==> config.mk <==
export PLATFORM = sky130hd
export DESIGN_NAME = fpuExecUnit
export DESIGN_NICKNAME = d
export VERILOG_FILES = /design/src/hdl/fpuFormatPkg.sv /design/src/hdl/fpuCmdPkg.sv /design/src/hdl/convertUnit.sv /design/src/hdl/floatNarrow.sv /design/src/hdl/floatWiden.sv /design/src/hdl/fpuExecUnit.sv /design/src/hdl/issueStage.sv /design/src/hdl/laneSelect.sv /design/src/hdl/resultSelect.sv
export SDC_FILE = /design/constraint.sdc
export NUM_CORES = 1
export LEC_CHECK = 0
export BUFFER_PORTS_ARGS = -buffer_cell sky130_fd_sc_hd__buf_2
export CORE_ASPECT_RATIO = 0.8
export CORE_MARGIN = 5
export CORE_UTILIZATION = 60
export CTS_BUF_LIST = sky130_fd_sc_hd__clkbuf_2 sky130_fd_sc_hd__clkbuf_4 sky130_fd_sc_hd__clkbuf_8
export DETAILED_ROUTE_END_ITERATION = 12
export PLACE_DENSITY = 0.95
export SLEW_MARGIN = 5
export SYNTH_ARGS = -nofsm -noshare
export SYNTH_HDL_FRONTEND = slang
export SYNTH_SLANG_ARGS = --single-unit
==> constraint.sdc <==
create_clock -name clock -period 8.4 [get_ports clock]
set_input_delay 1.68 -clock clock [delete_from_list [all_inputs] [get_ports clock]]
set_output_delay 1.68 -clock clock [all_outputs]
set_load 0.005 [all_outputs]
==> src/hdl/fpuFormatPkg.sv <==
// IEEE 754 format widths and biases, converted-values struct
`default_nettype none

package fpuFormatPkg;

	// binary64
	localparam int doubleExpWidth = 11;
	localparam int doubleFracWidth = 52;
	localparam int doubleBias = 1023;

	// binary32
	localparam int singleExpWidth = 8;
	localparam int singleFracWidth = 23;
	localparam int singleBias = 127;

	// binary16
	localparam int halfExpWidth = 5;
	localparam int halfFracWidth = 10;
	localparam int halfBias = 15;

	// all four conversions of one source value
	typedef struct packed {
		logic [63:0] fromSingle; // single to double
		logic [63:0] fromHalf;   // half to double
		logic [31:0] toSingle;   // double to single
		logic [15:0] toHalf;     // double to half
	} convVals;

endpackage

`default_nettype wire

==> src/hdl/fpuCmdPkg.sv <==
// opcode, condition-code, sub-op and status enums, lane and issued-command structs
`default_nettype none

package fpuCmdPkg;

	typedef enum logic [5:0] {
		opNop   = 6'h00,
		opFpu3  = 6'h18,
		opFldcx = 6'h19,
		opFstcx = 6'h1A
	} fpuOpcode;

	typedef enum logic [1:0] {
		ccAlways  = 2'd0,
		ccNever   = 2'd1,
		ccIfTrue  = 2'd2, // execute when SR.T set
		ccIfFalse = 2'd3  // execute when SR.T clear
	} condCode;

	// FLDCX sub-op lives in ext[2:0], ext[3] picks the upper single
	typedef enum logic [2:0] {
		ldSingle = 3'd0,
		ldMove   = 3'd1,
		ldHalf   = 3'd3
	} ldSubOp;

	typedef enum logic [3:0] {
		stSingle     = 4'd0,
		stMove       = 4'd1,
		stHalf       = 4'd3,
		stPackSingle = 4'd8
	} stSubOp;

	localparam logic [3:0] fpu3MoveOp = 4'h4;

	typedef enum logic [1:0] {
		statReady = 2'd0,
		statOk    = 2'd2
	} outStatus;

	// one command as offered per lane, 76 bits
	typedef struct packed {
		condCode     cond;
		fpuOpcode    opcode;
		logic [3:0]  ext;
		logic [63:0] rs;
	} laneCmd;

	// latched command plus converter results, needs fpuFormatPkg compiled first
	typedef struct packed {
		fpuOpcode              opcode;
		logic [3:0]            ext;
		logic [63:0]           rs;
		fpuFormatPkg::convVals conv;
		logic                  flush;
		condCode               cond;
		logic                  srT;
	} issuedCmd;

endpackage

`default_nettype wire

==> src/hdl/convertUnit.sv <==
// source half select and the four format converters
`default_nettype none

module convertUnit (
	input  fpuCmdPkg::laneCmd      picked,
	output fpuFormatPkg::convVals conv
);

	logic [31:0] singleSrc;
	logic [63:0] fromSingle;
	logic [63:0] fromHalf;
	logic [31:0] toSingle;
	logic [15:0] toHalf;

	assign singleSrc = picked.ext[3] ? picked.rs[63:32] : picked.rs[31:0];

	floatWiden #(
		.expWidth(fpuFormatPkg::singleExpWidth),
		.fracWidth(fpuFormatPkg::singleFracWidth),
		.bias(fpuFormatPkg::singleBias)
	) singleWiden (
		.narrowIn(singleSrc),
		.wideOut(fromSingle)
	);

	floatWiden #(
		.expWidth(fpuFormatPkg::halfExpWidth),
		.fracWidth(fpuFormatPkg::halfFracWidth),
		.bias(fpuFormatPkg::halfBias)
	) halfWiden (
		.narrowIn(picked.rs[15:0]), // half always from the low bits
		.wideOut(fromHalf)
	);

	floatNarrow #(
		.expWidth(fpuFormatPkg::singleExpWidth),
		.fracWidth(fpuFormatPkg::singleFracWidth),
		.bias(fpuFormatPkg::singleBias)
	) singleNarrow (
		.wideIn(picked.rs),
		.narrowOut(toSingle)
	);

	floatNarrow #(
		.expWidth(fpuFormatPkg::halfExpWidth),
		.fracWidth(fpuFormatPkg::halfFracWidth),
		.bias(fpuFormatPkg::halfBias)
	) halfNarrow (
		.wideIn(picked.rs),
		.narrowOut(toHalf)
	);

	assign conv = '{fromSingle: fromSingle, fromHalf: fromHalf,
		toSingle: toSingle, toHalf: toHalf};

endmodule

`default_nettype wire

==> src/hdl/floatNarrow.sv <==
// double to narrow float converter, truncating
`default_nettype none

module floatNarrow #(
	parameter int expWidth = 8,
	parameter int fracWidth = 23,
	parameter int bias = 127
) (
	input  logic [63:0]                 wideIn,
	output logic [expWidth+fracWidth:0] narrowOut
);

	localparam logic signed [12:0] rebias = 13'(fpuFormatPkg::doubleBias - bias);
	localparam logic signed [12:0] expMax = 13'((1 << expWidth) - 1);
	localparam logic [expWidth-1:0] expOnes = {expWidth{1'b1}};

	logic               sign;
	logic [10:0]        expIn;
	logic [51:0]        fracIn;
	logic signed [12:0] expAdj;

	assign sign = wideIn[63];
	assign expIn = wideIn[62:52];
	assign fracIn = wideIn[51:0];

	// signed so that small exponents go negative
	assign expAdj = $signed({2'b00, expIn}) - rebias;

	always_comb begin
		if (expIn == 11'h7FF) begin
			if (fracIn == '0) begin
				narrowOut = {sign, expOnes, {fracWidth{1'b0}}};
			end else begin
				// quiet NaN keeps the top payload bits
				narrowOut = {sign, expOnes, 1'b1, fracIn[50 -: fracWidth-1]};
			end
		end else if (expAdj >= expMax) begin
			narrowOut = {sign, expOnes, {fracWidth{1'b0}}}; // overflow
		end else if (expAdj <= 13'sd0) begin
			// underflow, also catches double denormals
			narrowOut = {sign, {(expWidth+fracWidth){1'b0}}};
		end else begin
			narrowOut = {sign, expAdj[expWidth-1:0], fracIn[51 -: fracWidth]};
		end
	end

endmodule

`default_nettype wire

==> src/hdl/floatWiden.sv <==
// narrow float to double converter, denormals flush to zero
`default_nettype none

module floatWiden #(
	parameter int expWidth = 8,
	parameter int fracWidth = 23,
	parameter int bias = 127
) (
	input  logic [expWidth+fracWidth:0] narrowIn,
	output logic [63:0]                 wideOut
);

	localparam logic [10:0] rebias = 11'(fpuFormatPkg::doubleBias - bias);
	localparam int fracPad = fpuFormatPkg::doubleFracWidth - fracWidth;

	logic                 sign;
	logic [expWidth-1:0]  expIn;
	logic [fracWidth-1:0] fracIn;
	logic [51:0]          fracWide;
	logic [10:0]          expWide;

	assign sign = narrowIn[expWidth+fracWidth];
	assign expIn = narrowIn[expWidth+fracWidth-1:fracWidth];
	assign fracIn = narrowIn[fracWidth-1:0];
	assign fracWide = {fracIn, {fracPad{1'b0}}}; // left-aligned

	always_comb begin
		expWide = 11'(expIn) + rebias;
		if (expIn == '0) begin
			wideOut = {sign, 63'd0}; // zero and denormal
		end else if (expIn == {expWidth{1'b1}}) begin
			wideOut = {sign, 11'h7FF, fracWide}; // inf / NaN keep payload
		end else begin
			wideOut = {sign, expWide, fracWide};
		end
	end

endmodule

`default_nettype wire

==> src/hdl/fpuExecUnit.sv <==
// FPU conversion execute unit top level
`default_nettype none

module fpuExecUnit #(
	parameter bit laneBEnable = 1'b1
) (
	input  logic                clock,
	input  logic                reset,
	input  fpuCmdPkg::laneCmd    laneA,
	input  fpuCmdPkg::laneCmd    laneB,
	input  logic                srT,
	input  logic                braFlush,
	input  logic                exHold,
	output logic [63:0]         result,
	output fpuCmdPkg::outStatus status
);

	fpuCmdPkg::laneCmd      picked;
	fpuFormatPkg::convVals conv;
	fpuCmdPkg::issuedCmd    issued;

	laneSelect #(
		.laneBEnable(laneBEnable)
	) laneSel (
		.laneA(laneA),
		.laneB(laneB),
		.picked(picked)
	);

	convertUnit convert (
		.picked(picked),
		.conv(conv)
	);

	issueStage issue (
		.clock(clock),
		.reset(reset),
		.exHold(exHold),
		.braFlush(braFlush),
		.srT(srT),
		.picked(picked),
		.conv(conv),
		.issued(issued)
	);

	resultSelect resultSel (
		.issued(issued),
		.result(result),
		.status(status)
	);

endmodule

`default_nettype wire

==> src/hdl/issueStage.sv <==
// command register with hold, branch flush and condition-code predication
`default_nettype none

module issueStage (
	input  logic                  clock,
	input  logic                  reset,
	input  logic                  exHold,
	input  logic                  braFlush,
	input  logic                  srT,
	input  fpuCmdPkg::laneCmd      picked,
	input  fpuFormatPkg::convVals conv,
	output fpuCmdPkg::issuedCmd    issued
);

	fpuCmdPkg::issuedCmd latched;
	logic opEnable;

	always_ff @(posedge clock) begin
		if (reset) begin
			latched <= '0; // opcode back to nop
		end else if (!exHold) begin
			latched.opcode <= picked.opcode;
			latched.ext <= picked.ext;
			latched.rs <= picked.rs;
			latched.conv <= conv;
			latched.flush <= braFlush;
			latched.cond <= picked.cond;
			latched.srT <= srT; // SR.T as seen with the command
		end
	end

	always_comb begin
		case (latched.cond)
			fpuCmdPkg::ccAlways:  opEnable = 1'b1;
			fpuCmdPkg::ccNever:   opEnable = 1'b0;
			fpuCmdPkg::ccIfTrue:  opEnable = latched.srT;
			fpuCmdPkg::ccIfFalse: opEnable = !latched.srT;
			default:              opEnable = 1'b0;
		endcase
		if (latched.flush)
			opEnable = 1'b0; // cancelled by a taken branch

		issued = latched;
		if (!opEnable)
			issued.opcode = fpuCmdPkg::opNop;
	end

endmodule

`default_nettype wire

==> src/hdl/laneSelect.sv <==
// lane A / lane B command picker
`default_nettype none

module laneSelect #(
	parameter bit laneBEnable = 1'b1
) (
	input  fpuCmdPkg::laneCmd laneA,
	input  fpuCmdPkg::laneCmd laneB,
	output fpuCmdPkg::laneCmd picked
);

	logic laneAIsFpu;
	logic takeLaneB;

	// lane A has priority whenever it carries an FPU command
	assign laneAIsFpu = (laneA.opcode == fpuCmdPkg::opFpu3) ||
		(laneA.opcode == fpuCmdPkg::opFldcx) ||
		(laneA.opcode == fpuCmdPkg::opFstcx);

	assign takeLaneB = laneBEnable && !laneAIsFpu;

	assign picked = takeLaneB ? laneB : laneA;

endmodule

`default_nettype wire

==> src/hdl/resultSelect.sv <==
// result mux by opcode and sub-op, status output
`default_nettype none

module resultSelect (
	input  fpuCmdPkg::issuedCmd issued,
	output logic [63:0]         result,
	output fpuCmdPkg::outStatus status
);

	fpuFormatPkg::convVals conv;

	assign conv = issued.conv;

	always_comb begin
		result = 64'd0;
		status = fpuCmdPkg::statOk;
		case (issued.opcode)
			fpuCmdPkg::opFldcx: begin
				case (fpuCmdPkg::ldSubOp'(issued.ext[2:0]))
					fpuCmdPkg::ldSingle: result = conv.fromSingle;
					fpuCmdPkg::ldHalf:   result = conv.fromHalf;
					fpuCmdPkg::ldMove:   result = issued.rs;
					default:             result = 64'd0;
				endcase
			end
			fpuCmdPkg::opFstcx: begin
				case (fpuCmdPkg::stSubOp'(issued.ext))
					fpuCmdPkg::stSingle:     result = {32'd0, conv.toSingle};
					fpuCmdPkg::stHalf:       result = {48'd0, conv.toHalf};
					fpuCmdPkg::stMove:       result = issued.rs;
					fpuCmdPkg::stPackSingle: result = {conv.toSingle, issued.rs[31:0]};
					default:                 result = 64'd0;
				endcase
			end
			fpuCmdPkg::opFpu3: begin
				// only the register move survives, others read zero
				if (issued.ext == fpuCmdPkg::fpu3MoveOp)
					result = issued.rs;
			end
			default: begin
				status = fpuCmdPkg::statReady; // nop, nothing executed
			end
		endcase
	end

endmodule

`default_nettype wire

After elaboration in Yosys (flattened, before gate mapping)
Cells that the tools add are included.

Output and inout bits: 66. Bits in registers: 254.

Muxes and demuxes: 22. Eq/ne operators: 18. Magnitude comparators: 4. Add/subtract/negate cells: 4. Reduce and logical (&&, ||, !) cells: 10.

Operators with widths (count): $pmux W64 S3 (2); $pmux W64 S4 (1); $mux W63 (4); $mux W31 (3); $mux W76 (1); $mux W64 (1); $logic_not A52 Y1 (1); $mux W15 (3); $eq A6 B5 Y1 const B (6); $mux W32 (1); $le A13 B1 Y1 const B (2); $sub A11 B10 Y12 const B (2); $mux W23 (1); $ge A13 B6 Y1 const B (1); $ge A13 B9 Y1 const B (1); $add A5 B10 Y11 const B (1); $add A8 B10 Y11 const B (1); $eq A11 B11 Y1 const B (1); $mux W10 (1); $eq A8 B8 Y1 const B (1); $logic_not A8 Y1 (1); $mux W6 (1); $eq A5 B5 Y1 const B (1); $logic_not A5 Y1 (1); 17 further kinds (19).

Depth between registers and ports, before layout
Depth in word-level cells: 9. Gate-level depth with buffers: 16. Mapped depth without buffers: 12.

Modules after synthesis
Synthesis repeated with hierarchy kept, for this count alone.

Cells, all modules: 1975. Area total of the unflattened synthesis: 17907.2 um^2.

By module, submodules not included: issueStage (cells each 1074, area an instance 10792.9 um^2, instances 1, seq. area each 5084.9 um^2); resultSelect (cells each 441, area an instance 2984.1 um^2, instances 1, seq. area each 0.0 um^2); laneSelect (cells each 88, area an instance 1167.4 um^2, instances 1, seq. area each 0.0 um^2); floatNarrow at convert.singleNarrow (cells each 129, area an instance 889.6 um^2, instances 1, seq. area each 0.0 um^2); floatWiden at convert.singleWiden (cells each 73, area an instance 553.0 um^2, instances 1, seq. area each 0.0 um^2); convertUnit (cells each 36, area an instance 544.3 um^2, instances 1, seq. area each 0.0 um^2); floatWiden at convert.halfWiden (cells each 70, area an instance 514.2 um^2, instances 1, seq. area each 0.0 um^2); floatNarrow at convert.halfNarrow (cells each 64, area an instance 461.7 um^2, instances 1, seq. area each 0.0 um^2).

Worst setup path before layout
No wires, ideal clock.

Kind: in2reg. Start: input port laneA[73] in the netlist's numbering. End: register, netlist name issue.issued[18]. Stages: 13. Library setup time: 0.095 ns. Slack: 4.185 ns. Arrival: 4.120 ns. Cell sequence: nand4bb_2 > nor2_4 > mux2i_1 > inv_1 > ha_1 > clkbuf_1 > nand2_1 > a221oi_2 > a41oi_1 > o21a_1 > a221oi_4 > a31o_2 > a221oi_1.

Word-level cells in the longest chain between the ends: 9.

Ends and longest elaborated chain: start, declared (line fpuExecUnit.sv:9) `input fpuCmdPkg::laneCmd laneA,`; $eq A6 B5 Y1, on equally long branches (line laneSelect.sv:16, laneSelect.sv:17); $logic_or A1 B1 Y1 (line laneSelect.sv:16) `assign laneAIsFpu = (laneA.opcode == fpuCmdPkg::opFpu3) ||`; $logic_or A1 B1 Y1 (*) (line laneSelect.sv:17) `(laneA.opcode == fpuCmdPkg::opFldcx) ||`; $mux W76 (*) (line laneSelect.sv:22) `assign picked = takeLaneB ? laneB : laneA;`; via convert.halfNarrow.wideIn[60] (line floatNarrow.sv:9) `input logic [63:0] wideIn,`; $sub A11 B10 Y12 (line floatNarrow.sv:27) `assign expAdj = $signed({2'b00, expIn}) - rebias;`; $le A13 B1 Y1 (line floatNarrow.sv:39) `end else if (expAdj <= 13'sd0) begin`; $mux W15 (line floatNarrow.sv:39); $mux W15 (line floatNarrow.sv:37) `end else if (expAdj >= expMax) begin`; $mux W15 (*) (line floatNarrow.sv:30) `if (expIn == 11'h7FF) begin`.

The timed path passes the listed nets; every way through them passes the cells marked *. A chain may end at the register's enable or synchronous reset.

Worst setup path after layout
Start: register issue.latched, in the netlist issue.issued[244]. End: output port result[0].

Word-level cells in the longest chain between the ends: 3.

Ends and longest elaborated chain: start, declared (line issueStage.sv:15) `fpuCmdPkg::issuedCmd latched;`; $eq A4 B4 Y1, or another cell as far along (line resultSelect.sv:27) `case (fpuCmdPkg::stSubOp'(issued.ext))`; $pmux W64 S4, or another cell as far along (line resultSelect.sv:27); $pmux W64 S3 (*) (line resultSelect.sv:17) `case (issued.opcode)`; end, declared (line fpuExecUnit.sv:14) `output logic [63:0] result,`.

Every way passes the cells marked *; elsewhere a longest branch is shown, timed or not.

==> flow_summary.toml <==
[timing]
max_freq_mhz = 177
slew_headroom = 0.176
worst_slack_ns = 2.75
fin_skew_ns = 0
tightest_slew_ns = 1.23
slew_viol_final = 0
final.setup.tns_ns = 0
fin_crit_sh = 0.673
worst_hold_slack_ns = 0.458
finalHoldViolCount = 0
fin_crit_ns = 5.65
setup_violations = 0
grt_setup_unrepaired = "false"

[cts]
cts_setup_buffers = 0
ctsHoldBuffers = 0
cts.clk_slew.worst_paths_ns = 0.10
cts_made_buffers = 17
clk_latency_ns = 0.47
htree_levels = 4
cts.sinks = 172
cts_tree = "yes"
clockBufferDepth = 2
cts-root-buf = "clkbuf_8"
ctsResizeCount = 0

[routing]
ant_nets = 0
drt-pass1-iter-count = 7
drc = 0
drtIter0Drc = 2217
drt-total-wl_mm = 39.1
routedWlPerCell_um = 22.8
via_per_inst = 6.70
via_count = 11492

[placement]
portBuffers = 221
hpwl_mm = 28.6
dp_slack_ns = 3.03
place.gp.congestion = 1.01

[power_and_ir_drop]
p_sw_uw = 583
swShare = 0.317
p_clk_frac = 0.340
intPower_uw = 1250
p_seq_frac = 0.487
p_leak_uw = 0.00509
vdd_drop_max_v = 0.000119
powerDensity_nw_per_um2 = 161
pwr-share-comb = 0.173

[synth]
synthCells = 1334
synth_cell_types = 75
yosys_warnings = 0
synthTopCellsByArea = "dfxtp_1, nand2_1, a21oi_1"
netlist.area_leader.share = 0.345
synth.net_count = 1495
synth_edf_count = 0
synth-main-ff-cell = "dfxtp_1"
synth_area_um2 = 9980
syn_area_per_cell_um2 = 7.48
synth_largest_area_cell = "dfxtp_1"
async_flop_share = 0
ys_seq_elements = 172
yosysSeqAreaShare = 0.345

[run_status]
status = "completed"

[global_route]
grt_pass1_wl_mm = 59.0
grt-ovfl-total = 0
grt_pass1_vias = 10317
antenna_found_initial = 0
grt_max_degree = 86
grt_usage = 0.387

[critical_path]
critPathMaxFanout = 16
cpPeakStageDelay_ns = 0.96
cp-start-kind = "flip-flop"
path_class = "reg -> out"
cp-end-kind = "output port"
crit_chain = "nor2_1 -> a21oi_1 -> or4_4 -> nor4b_4 -> a222oi_1 -> inv_1 -> buf_2"
cp_data_arrival_time_ns = 3.97
cp.required_ns = 6.72
cp_slowest_cell = "nor4b_4"

[floorplanning]
die_area_um2 = 19300
core-area_um2 = 16400
ioPinCount = 223
start_util = 0.607
die_h_um = 125
num_rows = 42
die_w_um = 154

[cells_and_area]
multi_input_area_um2 = 5930
seq_area_um2 = 3440
fillers = 1296
final_layout_size_suffix_gt1_frac = 0.222
synthToLayoutAreaGrowth_pct = 14.3
num-nets-final = 1641

[hold_path]
hold_class = "reg -> reg"

[job]
max_cap_violations = 0
==> power by group through the flow <==
stage | sequential [uW] | clock [uW] | combinational, uW
floorplan | 895 | 0 | 189
global placement | 907 | 0 | 295
global route | 897 | 652 | 338
detailed placement | 909 | 0 | 300
CTS | 891 | 618 | 303
finish | 894 | 623 | 318
==> path summary, 6_finish.rpt <==
kind	start	to	slack (ns)	depth (start not counted)
max	issue.issued[244]	result[0]	2.75	7
min	issue.issued[193]	issue.issued[193]	0.46	2
max reg2reg	issue.issued[244]	issue.issued[244]	7.40	2
min reg2reg	issue.issued[193]	issue.issued[193]	0.46	2
==> sequential cells by signal, summed over array words and instances, names as in the netlist <==
register	flops
issue.latched	6
issue.issued	166
==> cells by family after synthesis <==
| logic type | after synthesis | synth area share |
|---|---|---|
| simple gates | 576 | 0.256 |
| other cells | 1 | 0.000376 |
| flops | 172 | 0.345 |
| mux | 69 | 0.0760 |
| fa+ha+maj | 4 | 0.00501 |
| buf+inv | 140 | 0.0627 |
| xor+xnor | 2 | 0.00176 |
| compound gates | 370 | 0.254 |
==> critical path: cells and delay by family, from the launching register on <==
family	cells	cell delay (ns)
buffers and inverters	2	0.21
DFF	1	0.49
and+or+nand+nor	3	2.46
AOI/OAI and AO/OA	2	0.32
==> area by class of cell <==
type / count / area share
multi-input cells: 1022 / 0.520
flip-flops and latches: 172 / 0.302
repair buffers: 234 / 0.106
well taps: 220 / 0.0241
clock buffers: 18 / 0.0217
clock inverters: 14 / 0.0152
inverters: 33 / 0.0109
diodes: 1 / 0.000219
==> metal layers <==
metal  vias to the layer above  routed length, um  track usage
li1                       5007                  -            -
met1                      5328              14800        0.546
met2                      1013              16200        0.566
met3                       144               6830        0.136
met4                         0               1280        0.102
met5                         -                  0            0
==> cells in the final DEF, fill, tap and decap left out, types with 4 or more instances in the layout <==
| cell | Yosys | routed |
|---|---|---|
| o21ai_2 | 21 | 21 |
| inv_6 | 0 | 4 |
| a22oi_1 | 33 | 33 |
| or3_1 | 16 | 16 |
| a221o_1 | 13 | 13 |
| dfxtp_1 | 172 | 172 |
| a31o_2 | 5 | 5 |
| a211oi_1 | 11 | 11 |
| buf_2 | 5 | 219 |
| nand3_1 | 11 | 11 |
| a2111o_1 | 9 | 9 |
| nand2b_1 | 5 | 5 |
| buf_4 | 7 | 14 |
| ha_1 | 4 | 4 |
| a21oi_1 | 168 | 168 |
| or4_1 | 6 | 6 |
| nor4_1 | 24 | 24 |
| nand2_1 | 259 | 259 |
| o21ai_0 | 42 | 42 |
| mux2i_1 | 54 | 54 |
| and3_1 | 5 | 5 |
| clkbuf_8 | 0 | 18 |
| mux2_2 | 10 | 10 |
| nand4_1 | 10 | 10 |
| nor3_1 | 32 | 31 |
| o221a_2 | 4 | 4 |
| nor2_1 | 174 | 172 |
| nor2b_1 | 12 | 12 |
| and2_1 | 4 | 4 |
| a22o_1 | 14 | 14 |
| a222oi_1 | 15 | 15 |
| inv_1 | 33 | 33 |
==> per-stage QoR <==
step | util | instance area [um^2] | power [uW] | cells
after detailed placement | 0.668 | 11000 | 1210 | 1681
after floorplan | - | 9980 | 1080 | 1334
after global routing | 0.694 | 11400 | 1890 | 1713
after CTS | 0.694 | 11400 | 1810 | 1713
after global placement | 0.668 | 11000 | 1200 | 1681
final | 0.694 | 11400 | 1840 | 1714
==> synthesized netlist by cell type, drive strengths merged (3+ instances only) <==
library cell	instances
a2111o	9
a211oi	12
a21boi	4
a21o	3
a21oi	168
a221o	13
a221oi	3
a222oi	15
a22o	14
a22oi	33
a31o	5
a31oi	4
and2	5
and3	5
buf	30
clkbuf	77
dfxtp	172
ha	4
inv	33
mux2	11
mux2i	56
nand2	260
nand2b	5
nand3	11
nand4	10
nor2	175
nor2b	12
nor3	33
nor4	25
nor4b	3
o21ai	64
o221a	4
or3	16
or4	7
Power figures use the tool's default switching activity.
